### src/rv_consts.svh
`ifndef RV_CONSTS_SVH
`define RV_CONSTS_SVH

// Data path and register file.
`define RV_XLEN         32
`define RV_ILEN         32
`define RV_REG_AW       5
`define RV_NUM_REGS     32
`define RV_SHAMT_W      5
`define RV_COUNT_W      32

// Instruction field positions.
`define RV_OPCODE_LSB   0
`define RV_RD_LSB       7
`define RV_FUNCT3_LSB   12
`define RV_RS1_LSB      15
`define RV_RS2_LSB      20
`define RV_FUNCT7_LSB   25

// Field widths.
`define RV_OPCODE_W     7
`define RV_FUNCT3_W     3
`define RV_FUNCT7_W     7
`define RV_IMM_I_W      12
`define RV_IMM_U_W      20

// ALU operation select width.
`define RV_ALU_OP_W     4

`endif

### src/rv_isa_pkg.sv
`include "rv_consts.svh"

package rv_isa_pkg;

    // Major opcodes kept in this core.
    typedef enum logic [`RV_OPCODE_W-1:0]
    {
        OPC_OP      = 7'b011_0011,
        OPC_OP_IMM  = 7'b001_0011,
        OPC_LUI     = 7'b011_0111
    } opcode_t;

    typedef enum logic [`RV_FUNCT3_W-1:0]
    {
        F3_ADD_SUB  = 3'b000,
        F3_SLL      = 3'b001,
        F3_SLT      = 3'b010,
        F3_SLTU     = 3'b011,
        F3_XOR      = 3'b100,
        F3_SRL_SRA  = 3'b101,
        F3_OR       = 3'b110,
        F3_AND      = 3'b111
    } funct3_t;

    typedef enum logic [`RV_FUNCT7_W-1:0]
    {
        F7_BASE     = 7'b000_0000,
        F7_ALT      = 7'b010_0000   // SUB and SRA.
    } funct7_t;

    typedef enum logic [`RV_ALU_OP_W-1:0]
    {
        ALU_ADD     = 4'd0,
        ALU_SUB     = 4'd1,
        ALU_SLL     = 4'd2,
        ALU_SLT     = 4'd3,
        ALU_SLTU    = 4'd4,
        ALU_XOR     = 4'd5,
        ALU_SRL     = 4'd6,
        ALU_SRA     = 4'd7,
        ALU_OR      = 4'd8,
        ALU_AND     = 4'd9,
        ALU_PASS_B  = 4'd10         // LUI.
    } alu_op_t;

endpackage

### src/rv_pipe_pkg.sv
`include "rv_consts.svh"

package rv_pipe_pkg;

    typedef logic [`RV_XLEN-1:0]      word_t;
    typedef logic [`RV_REG_AW-1:0]    reg_addr_t;
    typedef logic [`RV_ILEN-1:0]      instr_t;
    typedef logic [`RV_COUNT_W-1:0]   count_t;
    typedef logic [`RV_ALU_OP_W-1:0]  alu_sel_t;

    // Decoded instruction with its register operands.
    typedef struct packed
    {
        logic       valid;
        logic       illegal;
        alu_sel_t   alu_op;
        logic       use_imm;
        reg_addr_t  rs1;
        reg_addr_t  rs2;
        reg_addr_t  rd;
        word_t      imm;
        word_t      rs1_data;
        word_t      rs2_data;
    } dec_t;

    // Result entry, shared by execute and result stages.
    typedef struct packed
    {
        logic       valid;
        logic       illegal;
        reg_addr_t  rd;
        word_t      data;
    } wb_t;

endpackage

### src/rv_decode.sv
`timescale 1ns/1ps

`include "rv_consts.svh"

module rv_decode
    import rv_pipe_pkg::*;
    import rv_isa_pkg::*;
(
    input  wire         i_clk,
    input  wire         i_rst,
    input  wire         i_instr_valid,
    input  instr_t      i_instr,
    output reg_addr_t   o_rs1_addr,
    output reg_addr_t   o_rs2_addr,
    input  word_t       i_rs1_data,
    input  word_t       i_rs2_data,
    output dec_t        o_dec
);

    opcode_t    opcode;
    funct3_t    funct3;
    funct7_t    funct7;
    reg_addr_t  rd;
    word_t      imm_i;
    word_t      imm_u;
    word_t      imm;
    alu_op_t    base_op;
    alu_op_t    alu_op;
    logic       use_imm;
    logic       illegal;

    assign opcode     = opcode_t'(i_instr[`RV_OPCODE_LSB +: `RV_OPCODE_W]);
    assign funct3     = funct3_t'(i_instr[`RV_FUNCT3_LSB +: `RV_FUNCT3_W]);
    assign funct7     = funct7_t'(i_instr[`RV_FUNCT7_LSB +: `RV_FUNCT7_W]);
    assign rd         = i_instr[`RV_RD_LSB +: `RV_REG_AW];
    assign o_rs1_addr = i_instr[`RV_RS1_LSB +: `RV_REG_AW];
    assign o_rs2_addr = i_instr[`RV_RS2_LSB +: `RV_REG_AW];

    assign imm_i = word_t'($signed(i_instr[`RV_RS2_LSB +: `RV_IMM_I_W]));
    assign imm_u = {i_instr[`RV_FUNCT3_LSB +: `RV_IMM_U_W], {`RV_FUNCT3_LSB{1'b0}}};

    // Operation for the base funct7 encoding.
    always_comb
    begin
        case (funct3)
            F3_SLL:     base_op = ALU_SLL;
            F3_SLT:     base_op = ALU_SLT;
            F3_SLTU:    base_op = ALU_SLTU;
            F3_XOR:     base_op = ALU_XOR;
            F3_SRL_SRA: base_op = ALU_SRL;
            F3_OR:      base_op = ALU_OR;
            F3_AND:     base_op = ALU_AND;
            default:    base_op = ALU_ADD;
        endcase
    end

    always_comb
    begin
        alu_op  = base_op;
        use_imm = 1'b0;
        illegal = 1'b0;
        imm     = imm_i;
        case (opcode)
            OPC_OP:
            begin
                if (funct7 == F7_ALT && funct3 == F3_ADD_SUB)
                    alu_op = ALU_SUB;
                else if (funct7 == F7_ALT && funct3 == F3_SRL_SRA)
                    alu_op = ALU_SRA;
                else if (funct7 != F7_BASE)
                    illegal = 1'b1;
            end
            OPC_OP_IMM:
            begin
                use_imm = 1'b1;
                // Only shifts carry funct7 in the immediate.
                if (funct3 == F3_SRL_SRA && funct7 == F7_ALT)
                    alu_op = ALU_SRA;
                else if ((funct3 == F3_SLL || funct3 == F3_SRL_SRA) && funct7 != F7_BASE)
                    illegal = 1'b1;
            end
            OPC_LUI:
            begin
                alu_op  = ALU_PASS_B;
                use_imm = 1'b1;
                imm     = imm_u;
            end
            default:
            begin
                illegal = 1'b1;
            end
        endcase
    end

    always_ff @(posedge i_clk)
    begin
        if (i_rst)
        begin
            o_dec.valid <= 1'b0;
        end
        else
        begin
            o_dec.valid <= i_instr_valid;
        end
        o_dec.illegal  <= illegal;
        o_dec.alu_op   <= alu_op;
        o_dec.use_imm  <= use_imm;
        o_dec.rs1      <= o_rs1_addr;
        o_dec.rs2      <= o_rs2_addr;
        o_dec.rd       <= rd;
        o_dec.imm      <= imm;
        o_dec.rs1_data <= i_rs1_data;
        o_dec.rs2_data <= i_rs2_data;
    end

endmodule

### src/rv_regfile.sv
`timescale 1ns/1ps

`include "rv_consts.svh"

module rv_regfile
    import rv_pipe_pkg::*;
(
    input  wire         i_clk,
    input  reg_addr_t   i_rs1_addr,
    input  reg_addr_t   i_rs2_addr,
    output word_t       o_rs1_data,
    output word_t       o_rs2_data,
    input  wire         i_we,
    input  reg_addr_t   i_wr_addr,
    input  word_t       i_wr_data
);

    word_t regs [`RV_NUM_REGS];

    always_ff @(posedge i_clk)
    begin
        if (i_we)
        begin
            regs[i_wr_addr] <= i_wr_data;
        end
    end

    // x0 is hardwired to zero.
    assign o_rs1_data = (i_rs1_addr == '0) ? '0 : regs[i_rs1_addr];
    assign o_rs2_data = (i_rs2_addr == '0) ? '0 : regs[i_rs2_addr];

endmodule

### src/rv_execute.sv
`timescale 1ns/1ps

`include "rv_consts.svh"

module rv_execute
    import rv_pipe_pkg::*;
    import rv_isa_pkg::*;
(
    input  wire     i_clk,
    input  wire     i_rst,
    input  dec_t    i_dec,
    input  wb_t     i_res,
    output wb_t     o_ex
);

    word_t                  rs1_val;
    word_t                  rs2_val;
    word_t                  op_a;
    word_t                  op_b;
    word_t                  alu_res;
    logic [`RV_SHAMT_W-1:0] shamt;
    alu_op_t                alu_op;

    // Newest producer wins; register file value is the fallback.
    function automatic word_t fwd_sel(input reg_addr_t rs, input word_t rf_data,
                                      input wb_t ex, input wb_t res);
        word_t val;
        val = rf_data;
        if (rs != '0 && res.valid && !res.illegal && res.rd == rs)
        begin
            val = res.data;
        end
        if (rs != '0 && ex.valid && !ex.illegal && ex.rd == rs)
        begin
            val = ex.data;
        end
        return val;
    endfunction

    assign rs1_val = fwd_sel(i_dec.rs1, i_dec.rs1_data, o_ex, i_res);
    assign rs2_val = fwd_sel(i_dec.rs2, i_dec.rs2_data, o_ex, i_res);

    assign op_a   = rs1_val;
    assign op_b   = i_dec.use_imm ? i_dec.imm : rs2_val;
    assign shamt  = op_b[`RV_SHAMT_W-1:0];
    assign alu_op = alu_op_t'(i_dec.alu_op);

    always_comb
    begin
        case (alu_op)
            ALU_ADD:    alu_res = op_a + op_b;
            ALU_SUB:    alu_res = op_a - op_b;
            ALU_SLL:    alu_res = op_a << shamt;
            ALU_SLT:    alu_res = word_t'($signed(op_a) < $signed(op_b));
            ALU_SLTU:   alu_res = word_t'(op_a < op_b);
            ALU_XOR:    alu_res = op_a ^ op_b;
            ALU_SRL:    alu_res = op_a >> shamt;
            ALU_SRA:    alu_res = word_t'($signed(op_a) >>> shamt);   // Sign fill.
            ALU_OR:     alu_res = op_a | op_b;
            ALU_AND:    alu_res = op_a & op_b;
            ALU_PASS_B: alu_res = op_b;
            default:    alu_res = '0;
        endcase
    end

    always_ff @(posedge i_clk)
    begin
        if (i_rst)
        begin
            o_ex.valid <= 1'b0;
        end
        else
        begin
            o_ex.valid <= i_dec.valid;
        end
        o_ex.illegal <= i_dec.illegal;
        o_ex.rd      <= i_dec.rd;
        o_ex.data    <= alu_res;
    end

endmodule

### src/rv_result.sv
`timescale 1ns/1ps

`include "rv_consts.svh"

module rv_result
    import rv_pipe_pkg::*;
(
    input  wire         i_clk,
    input  wire         i_rst,
    input  wb_t         i_ex,
    output wb_t         o_res,
    output logic        o_we,
    output reg_addr_t   o_wr_addr,
    output word_t       o_wr_data,
    output count_t      o_retire_count
);

    logic retire;

    assign retire = i_ex.valid && !i_ex.illegal;

    // Register file is written on the same edge that captures the entry.
    assign o_we      = retire && (i_ex.rd != '0);
    assign o_wr_addr = i_ex.rd;
    assign o_wr_data = i_ex.data;

    always_ff @(posedge i_clk)
    begin
        if (i_rst)
        begin
            o_res.valid    <= 1'b0;
            o_retire_count <= '0;
        end
        else
        begin
            o_res.valid <= i_ex.valid;
            if (retire)
                o_retire_count <= o_retire_count + 1'b1;
        end
        o_res.illegal <= i_ex.illegal;
        o_res.rd      <= i_ex.rd;
        o_res.data    <= i_ex.data;
    end

endmodule

### src/rv_core.sv
`timescale 1ns/1ps

`include "rv_consts.svh"

module rv_core
    import rv_pipe_pkg::*;
(
    input  wire         i_clk,
    input  wire         i_rst,
    input  wire         i_instr_valid,
    input  instr_t      i_instr,
    output logic        o_wb_valid,
    output reg_addr_t   o_wb_rd,
    output word_t       o_wb_data,
    output logic        o_illegal,
    output count_t      o_retire_count
);

    reg_addr_t  rs1_addr;
    reg_addr_t  rs2_addr;
    word_t      rs1_data;
    word_t      rs2_data;
    dec_t       dec;
    wb_t        ex;
    wb_t        res;
    logic       rf_we;
    reg_addr_t  rf_wr_addr;
    word_t      rf_wr_data;

    rv_decode u_decode
    (
        .i_clk          (i_clk),
        .i_rst          (i_rst),
        .i_instr_valid  (i_instr_valid),
        .i_instr        (i_instr),
        .o_rs1_addr     (rs1_addr),
        .o_rs2_addr     (rs2_addr),
        .i_rs1_data     (rs1_data),
        .i_rs2_data     (rs2_data),
        .o_dec          (dec)
    );

    rv_regfile u_regfile
    (
        .i_clk          (i_clk),
        .i_rs1_addr     (rs1_addr),
        .i_rs2_addr     (rs2_addr),
        .o_rs1_data     (rs1_data),
        .o_rs2_data     (rs2_data),
        .i_we           (rf_we),
        .i_wr_addr      (rf_wr_addr),
        .i_wr_data      (rf_wr_data)
    );

    rv_execute u_execute
    (
        .i_clk          (i_clk),
        .i_rst          (i_rst),
        .i_dec          (dec),
        .i_res          (res),
        .o_ex           (ex)
    );

    rv_result u_result
    (
        .i_clk          (i_clk),
        .i_rst          (i_rst),
        .i_ex           (ex),
        .o_res          (res),
        .o_we           (rf_we),
        .o_wr_addr      (rf_wr_addr),
        .o_wr_data      (rf_wr_data),
        .o_retire_count (o_retire_count)
    );

    assign o_wb_valid = res.valid && !res.illegal;
    assign o_illegal  = res.valid && res.illegal;
    assign o_wb_rd    = res.rd;
    assign o_wb_data  = res.data;

endmodule

### config.mk
export PLATFORM = sky130hd
export DESIGN_NAME = rv_core
export DESIGN_NICKNAME = d
export VERILOG_FILES = /design/src/rv_isa_pkg.sv /design/src/rv_pipe_pkg.sv /design/src/rv_decode.sv /design/src/rv_regfile.sv /design/src/rv_execute.sv /design/src/rv_result.sv /design/src/rv_core.sv
export VERILOG_INCLUDE_DIRS = /design/src
export SDC_FILE = /design/constraint.sdc
export NUM_CORES = 2
export LEC_CHECK = 0
export ABC_AREA = 0
export BUFFER_PORTS_ARGS = -buffer_cell sky130_fd_sc_hd__buf_2
export CORE_UTILIZATION = 30
export CTS_BUF_LIST = sky130_fd_sc_hd__clkbuf_4 sky130_fd_sc_hd__clkbuf_8
export CTS_CLUSTER_DIAMETER = 40
export DETAILED_ROUTE_END_ITERATION = 7
export PLACE_DENSITY = 0.52
export SLEW_MARGIN = 25
export SYNTH_ARGS = -nofsm -noshare
export SYNTH_HDL_FRONTEND = slang
export SYNTH_HIERARCHICAL = 1
export SYNTH_SLANG_ARGS = --single-unit
### constraint.sdc
create_clock -name i_clk -period 11.1 [get_ports i_clk]
set_clock_uncertainty 0.1 [all_clocks]
set_input_delay 1.665 -clock i_clk [delete_from_list [all_inputs] [get_ports i_clk]]
set_output_delay 1.665 -clock i_clk [all_outputs]
set_load 0.01 [all_outputs]
==> results.cfg <==
[synthesis]
ys_seq_area_share_pct = 55.40
synth_edf_count = 1024
synth_warnings = 6
netlist_instances = 4499
synthArstFlopShare_pct = 0
syn_area_per_cell_um2 = 14.17
syn-num-nets = 4637
synth_cell_type_count = 95
ys.flop_type = edfxtp_1
netlist_area_um2 = 63750
ys_ff_latch = 1252

[routing]
dr.first_iter.drc_count = 5184
postRouteAntennaNets = 0
avgViaCountPerCell = 5.792
first_pass_iters = 6
routedWlPerCell_um = 31.53
routed_wl_mm = 240.3
vias = 44147
drt_drc_violations_left = 0

[worst_setup_path]
worstPathRequired_ps = 11790
critPathArrivalTime_ps = 7210
critPathLaunch = u_execute/o_ex[32]
worstSetupStartpointType = register
endpoint = u_execute/o_ex[28]
r2r-start = u_execute/o_ex[32]
worst-setup-path-type = register to register
reg2reg_slack_ps = 4580
worst_setup_path_end_kind = register
cp_max_fo = 64
rr_worst_depth = 22
timing.rr.end = u_execute/o_ex[28]

[die]
dieHeight_um = 463.0
ios = 106
row_count = 168
die_area_um2 = 214300
design.core.area_um2 = 210400
die_x_um = 463.0
initial_core_util_pct = 30.30

[sta]
achievable-frequency_mhz = 153.3
setup_tns_ps = 0
rsz0062_at_grt = no
fin_crit_sh_pct = 58.75
hold_viol = 0
final-setup-viol-count = 0
worstMarginPinSlew_ps = 1190
min_period_ps = 6521
slew_headroom_pct = 19.84
slew_violations = 0

[layout]
area_delta_synth_final_pct = 14.18
nFillCells = 20262
drive_gt1_share_pct = 25.81
layout.nets = 4746
final_cells = 7622

[clock_network]
cts_htree_levels = 4
cts_setup_buffers = 0
post_cts_resized = 0
clk_path_buf_depth = 3
postCtsHoldBufs = 0
clk_pin_slew_ps = 60
cts_tree = built
cts_root_buf = clkbuf_8
clk_latency_ps = 980
numCtsBuffers = 228
clock-sinks = 1252

[grt]
track_usage_pct = 21.74
grt_max_degree = 90
first_global_vias = 43209
antenna_found_initial = 14
gr-total-overflow = 0
grt_pass1_wl_mm = 334.4

[min_path]
hold_path.class = register to register

[pwr]
power_density_nw_per_um2 = 181.5
total_power_mw = 13.21
p_leak_nw = 24.98
peakVddDrop_mv = 0.1217

[place]
dpl.hpwl_mm = 149.2
placed_cells = 7183
place.gp.congestion = 0.9898
port-buffer-count = 105

[status]
status = completed

[job]
max_cap_viol_count = 0
## cell type report
type	instances	area, um2	share of cell area (%)
clock inverters	107	1282	1.762
well taps	2805	3510	4.822
clock buffers	327	4038	5.547
repair buffers	266	1832	2.517
multi-input cells	2723	26260	36.08
flip-flops and latches	1252	35330	48.54
diodes	5	12.51	0.01719
inverters	137	521.8	0.7168
## flip-flops by register name, indices dropped and copies added, names as in the netlist
register,count
u_execute/o_ex,39
u_regfile/regs,1024
u_decode/o_dec,118
u_result/o_retire_count,32
u_result/o_res,39
## worst min path at each step
| stage | endpoint | cells past startpoint | slack [ps] | start |
|---|---|---|---|---|
| global route | u_execute/o_ex[33] | 0 | 250 | u_decode/o_dec[97] |
| finish | u_execute/o_ex[33] | 0 | 230 | u_decode/o_dec[97] |
| detailed placement | u_execute/o_ex[32] | 0 | 220 | u_decode/o_dec[96] |
| floorplan | u_execute/o_ex[32] | 0 | 210 | u_decode/o_dec[96] |
| CTS | u_execute/o_ex[33] | 0 | 230 | u_decode/o_dec[97] |
| global placement | u_execute/o_ex[32] | 0 | 240 | u_decode/o_dec[96] |
## critical path, cell delays in order, from the launching register on
cell and delay, ps:
dfxtp_1 490, inv_1 100, a221o_1 400, nor4b_4 270, buf_4 530, a211oi_1 170, o31ai_4 240, buf_4 610
ha_1 330, inv_1 70, fa_1 420, o21bai_1 170, a21oi_1 140, o31ai_1 420, a21oi_1 320, o41ai_1 420
buf_4 210, a211oi_1 90, nor2_1 100, o31a_1 140, mux2_2 150, nor2_1 30, or4_1 420
## cells in the final DEF, fill, tap and decap left out, types with 56 or more instances in the layout
cell type  instances
inv_1            131
buf_4            159
clkbuf_4          74
mux4_2           425
a21oi_1          185
buf_2             98
nand2_1          272
mux2i_1          375
nor2_1           159
a22o_1            63
o21ai_0          117
ha_1             101
a211oi_1          64
a221oi_1          56
dfxtp_1          214
edfxtp_1        1024
o22ai_1           75
clkbuf_8         253
## logic make-up after synthesis
| family | synth area share [%] |
|---|---|
| adders and majority gates | 2.045 |
| and+or+nand+nor | 5.910 |
| muxes | 21.87 |
| DFF | 55.40 |
| xor gates and xnor gates | 0.5083 |
| buffers and inverters | 3.975 |
| AOI/OAI and AO/OA | 10.29 |
## routing by layer
| layer | GRT usage, % | part of all wire [%] |
|---|---|---|
| met1 | 29.41 | 41 |
| met2 | 34.60 | 47 |
| met3 | 4.068 | 8.5 |
| met4 | 8.014 | 3.7 |
| met5 | 0 | 0 |
## power by group
part	total, mW	switching (mW)	internal [mW]
registers	6.05	0.413	5.64
logic	2.20	1.53	0.675
clock network	4.96	2.11	2.86
## per-stage QoR
step	hold WS [ps]	utilization [%]	instance area (um2)	worst slack, ps
after floorplan	209.6	-	63750	5690
after global placement	236.0	32.05	67430	4619
after detailed placement	219.3	32.06	67450	4640
after CTS	234.6	34.59	72770	4668
after global routing	247.3	34.59	72780	4144
final	231.6	34.59	72790	4579
## synth_stat cells (all sizes together) (9+ instances only)
master,number,area share (%)
mux2,55,0.97
a31oi,30,0.29
nand4,25,0.28
or3,19,0.19
o21bai,22,0.26
nand2b,19,0.19
or4,14,0.16
a21oi,185,1.5
o211ai,22,0.26
a2111oi,37,0.51
a221oi,56,0.77
buf,205,2.1
xor2,16,0.22
and3,15,0.15
edfxtp,1024,48
o221ai,51,0.70
ha,101,2.0
a211o,27,0.37
nand3,47,0.37
nor2b,39,0.38
a211oi,65,0.77
inv,137,0.81
a22o,63,0.87
xnor2,21,0.29
mux4,425,15
o31ai,20,0.24
clkbuf,182,1.1
nor2,196,1.2
nand2,273,1.6
dfxtp,228,7.2
o21ai,155,1.2
a221o,9,0.14
a21o,38,0.45
mux2i,375,5.9
o22ai,75,0.74
a32o,9,0.14
nor3,57,0.47
and2,19,0.19
nor4,22,0.22
(Power assumes the default switching activity.)
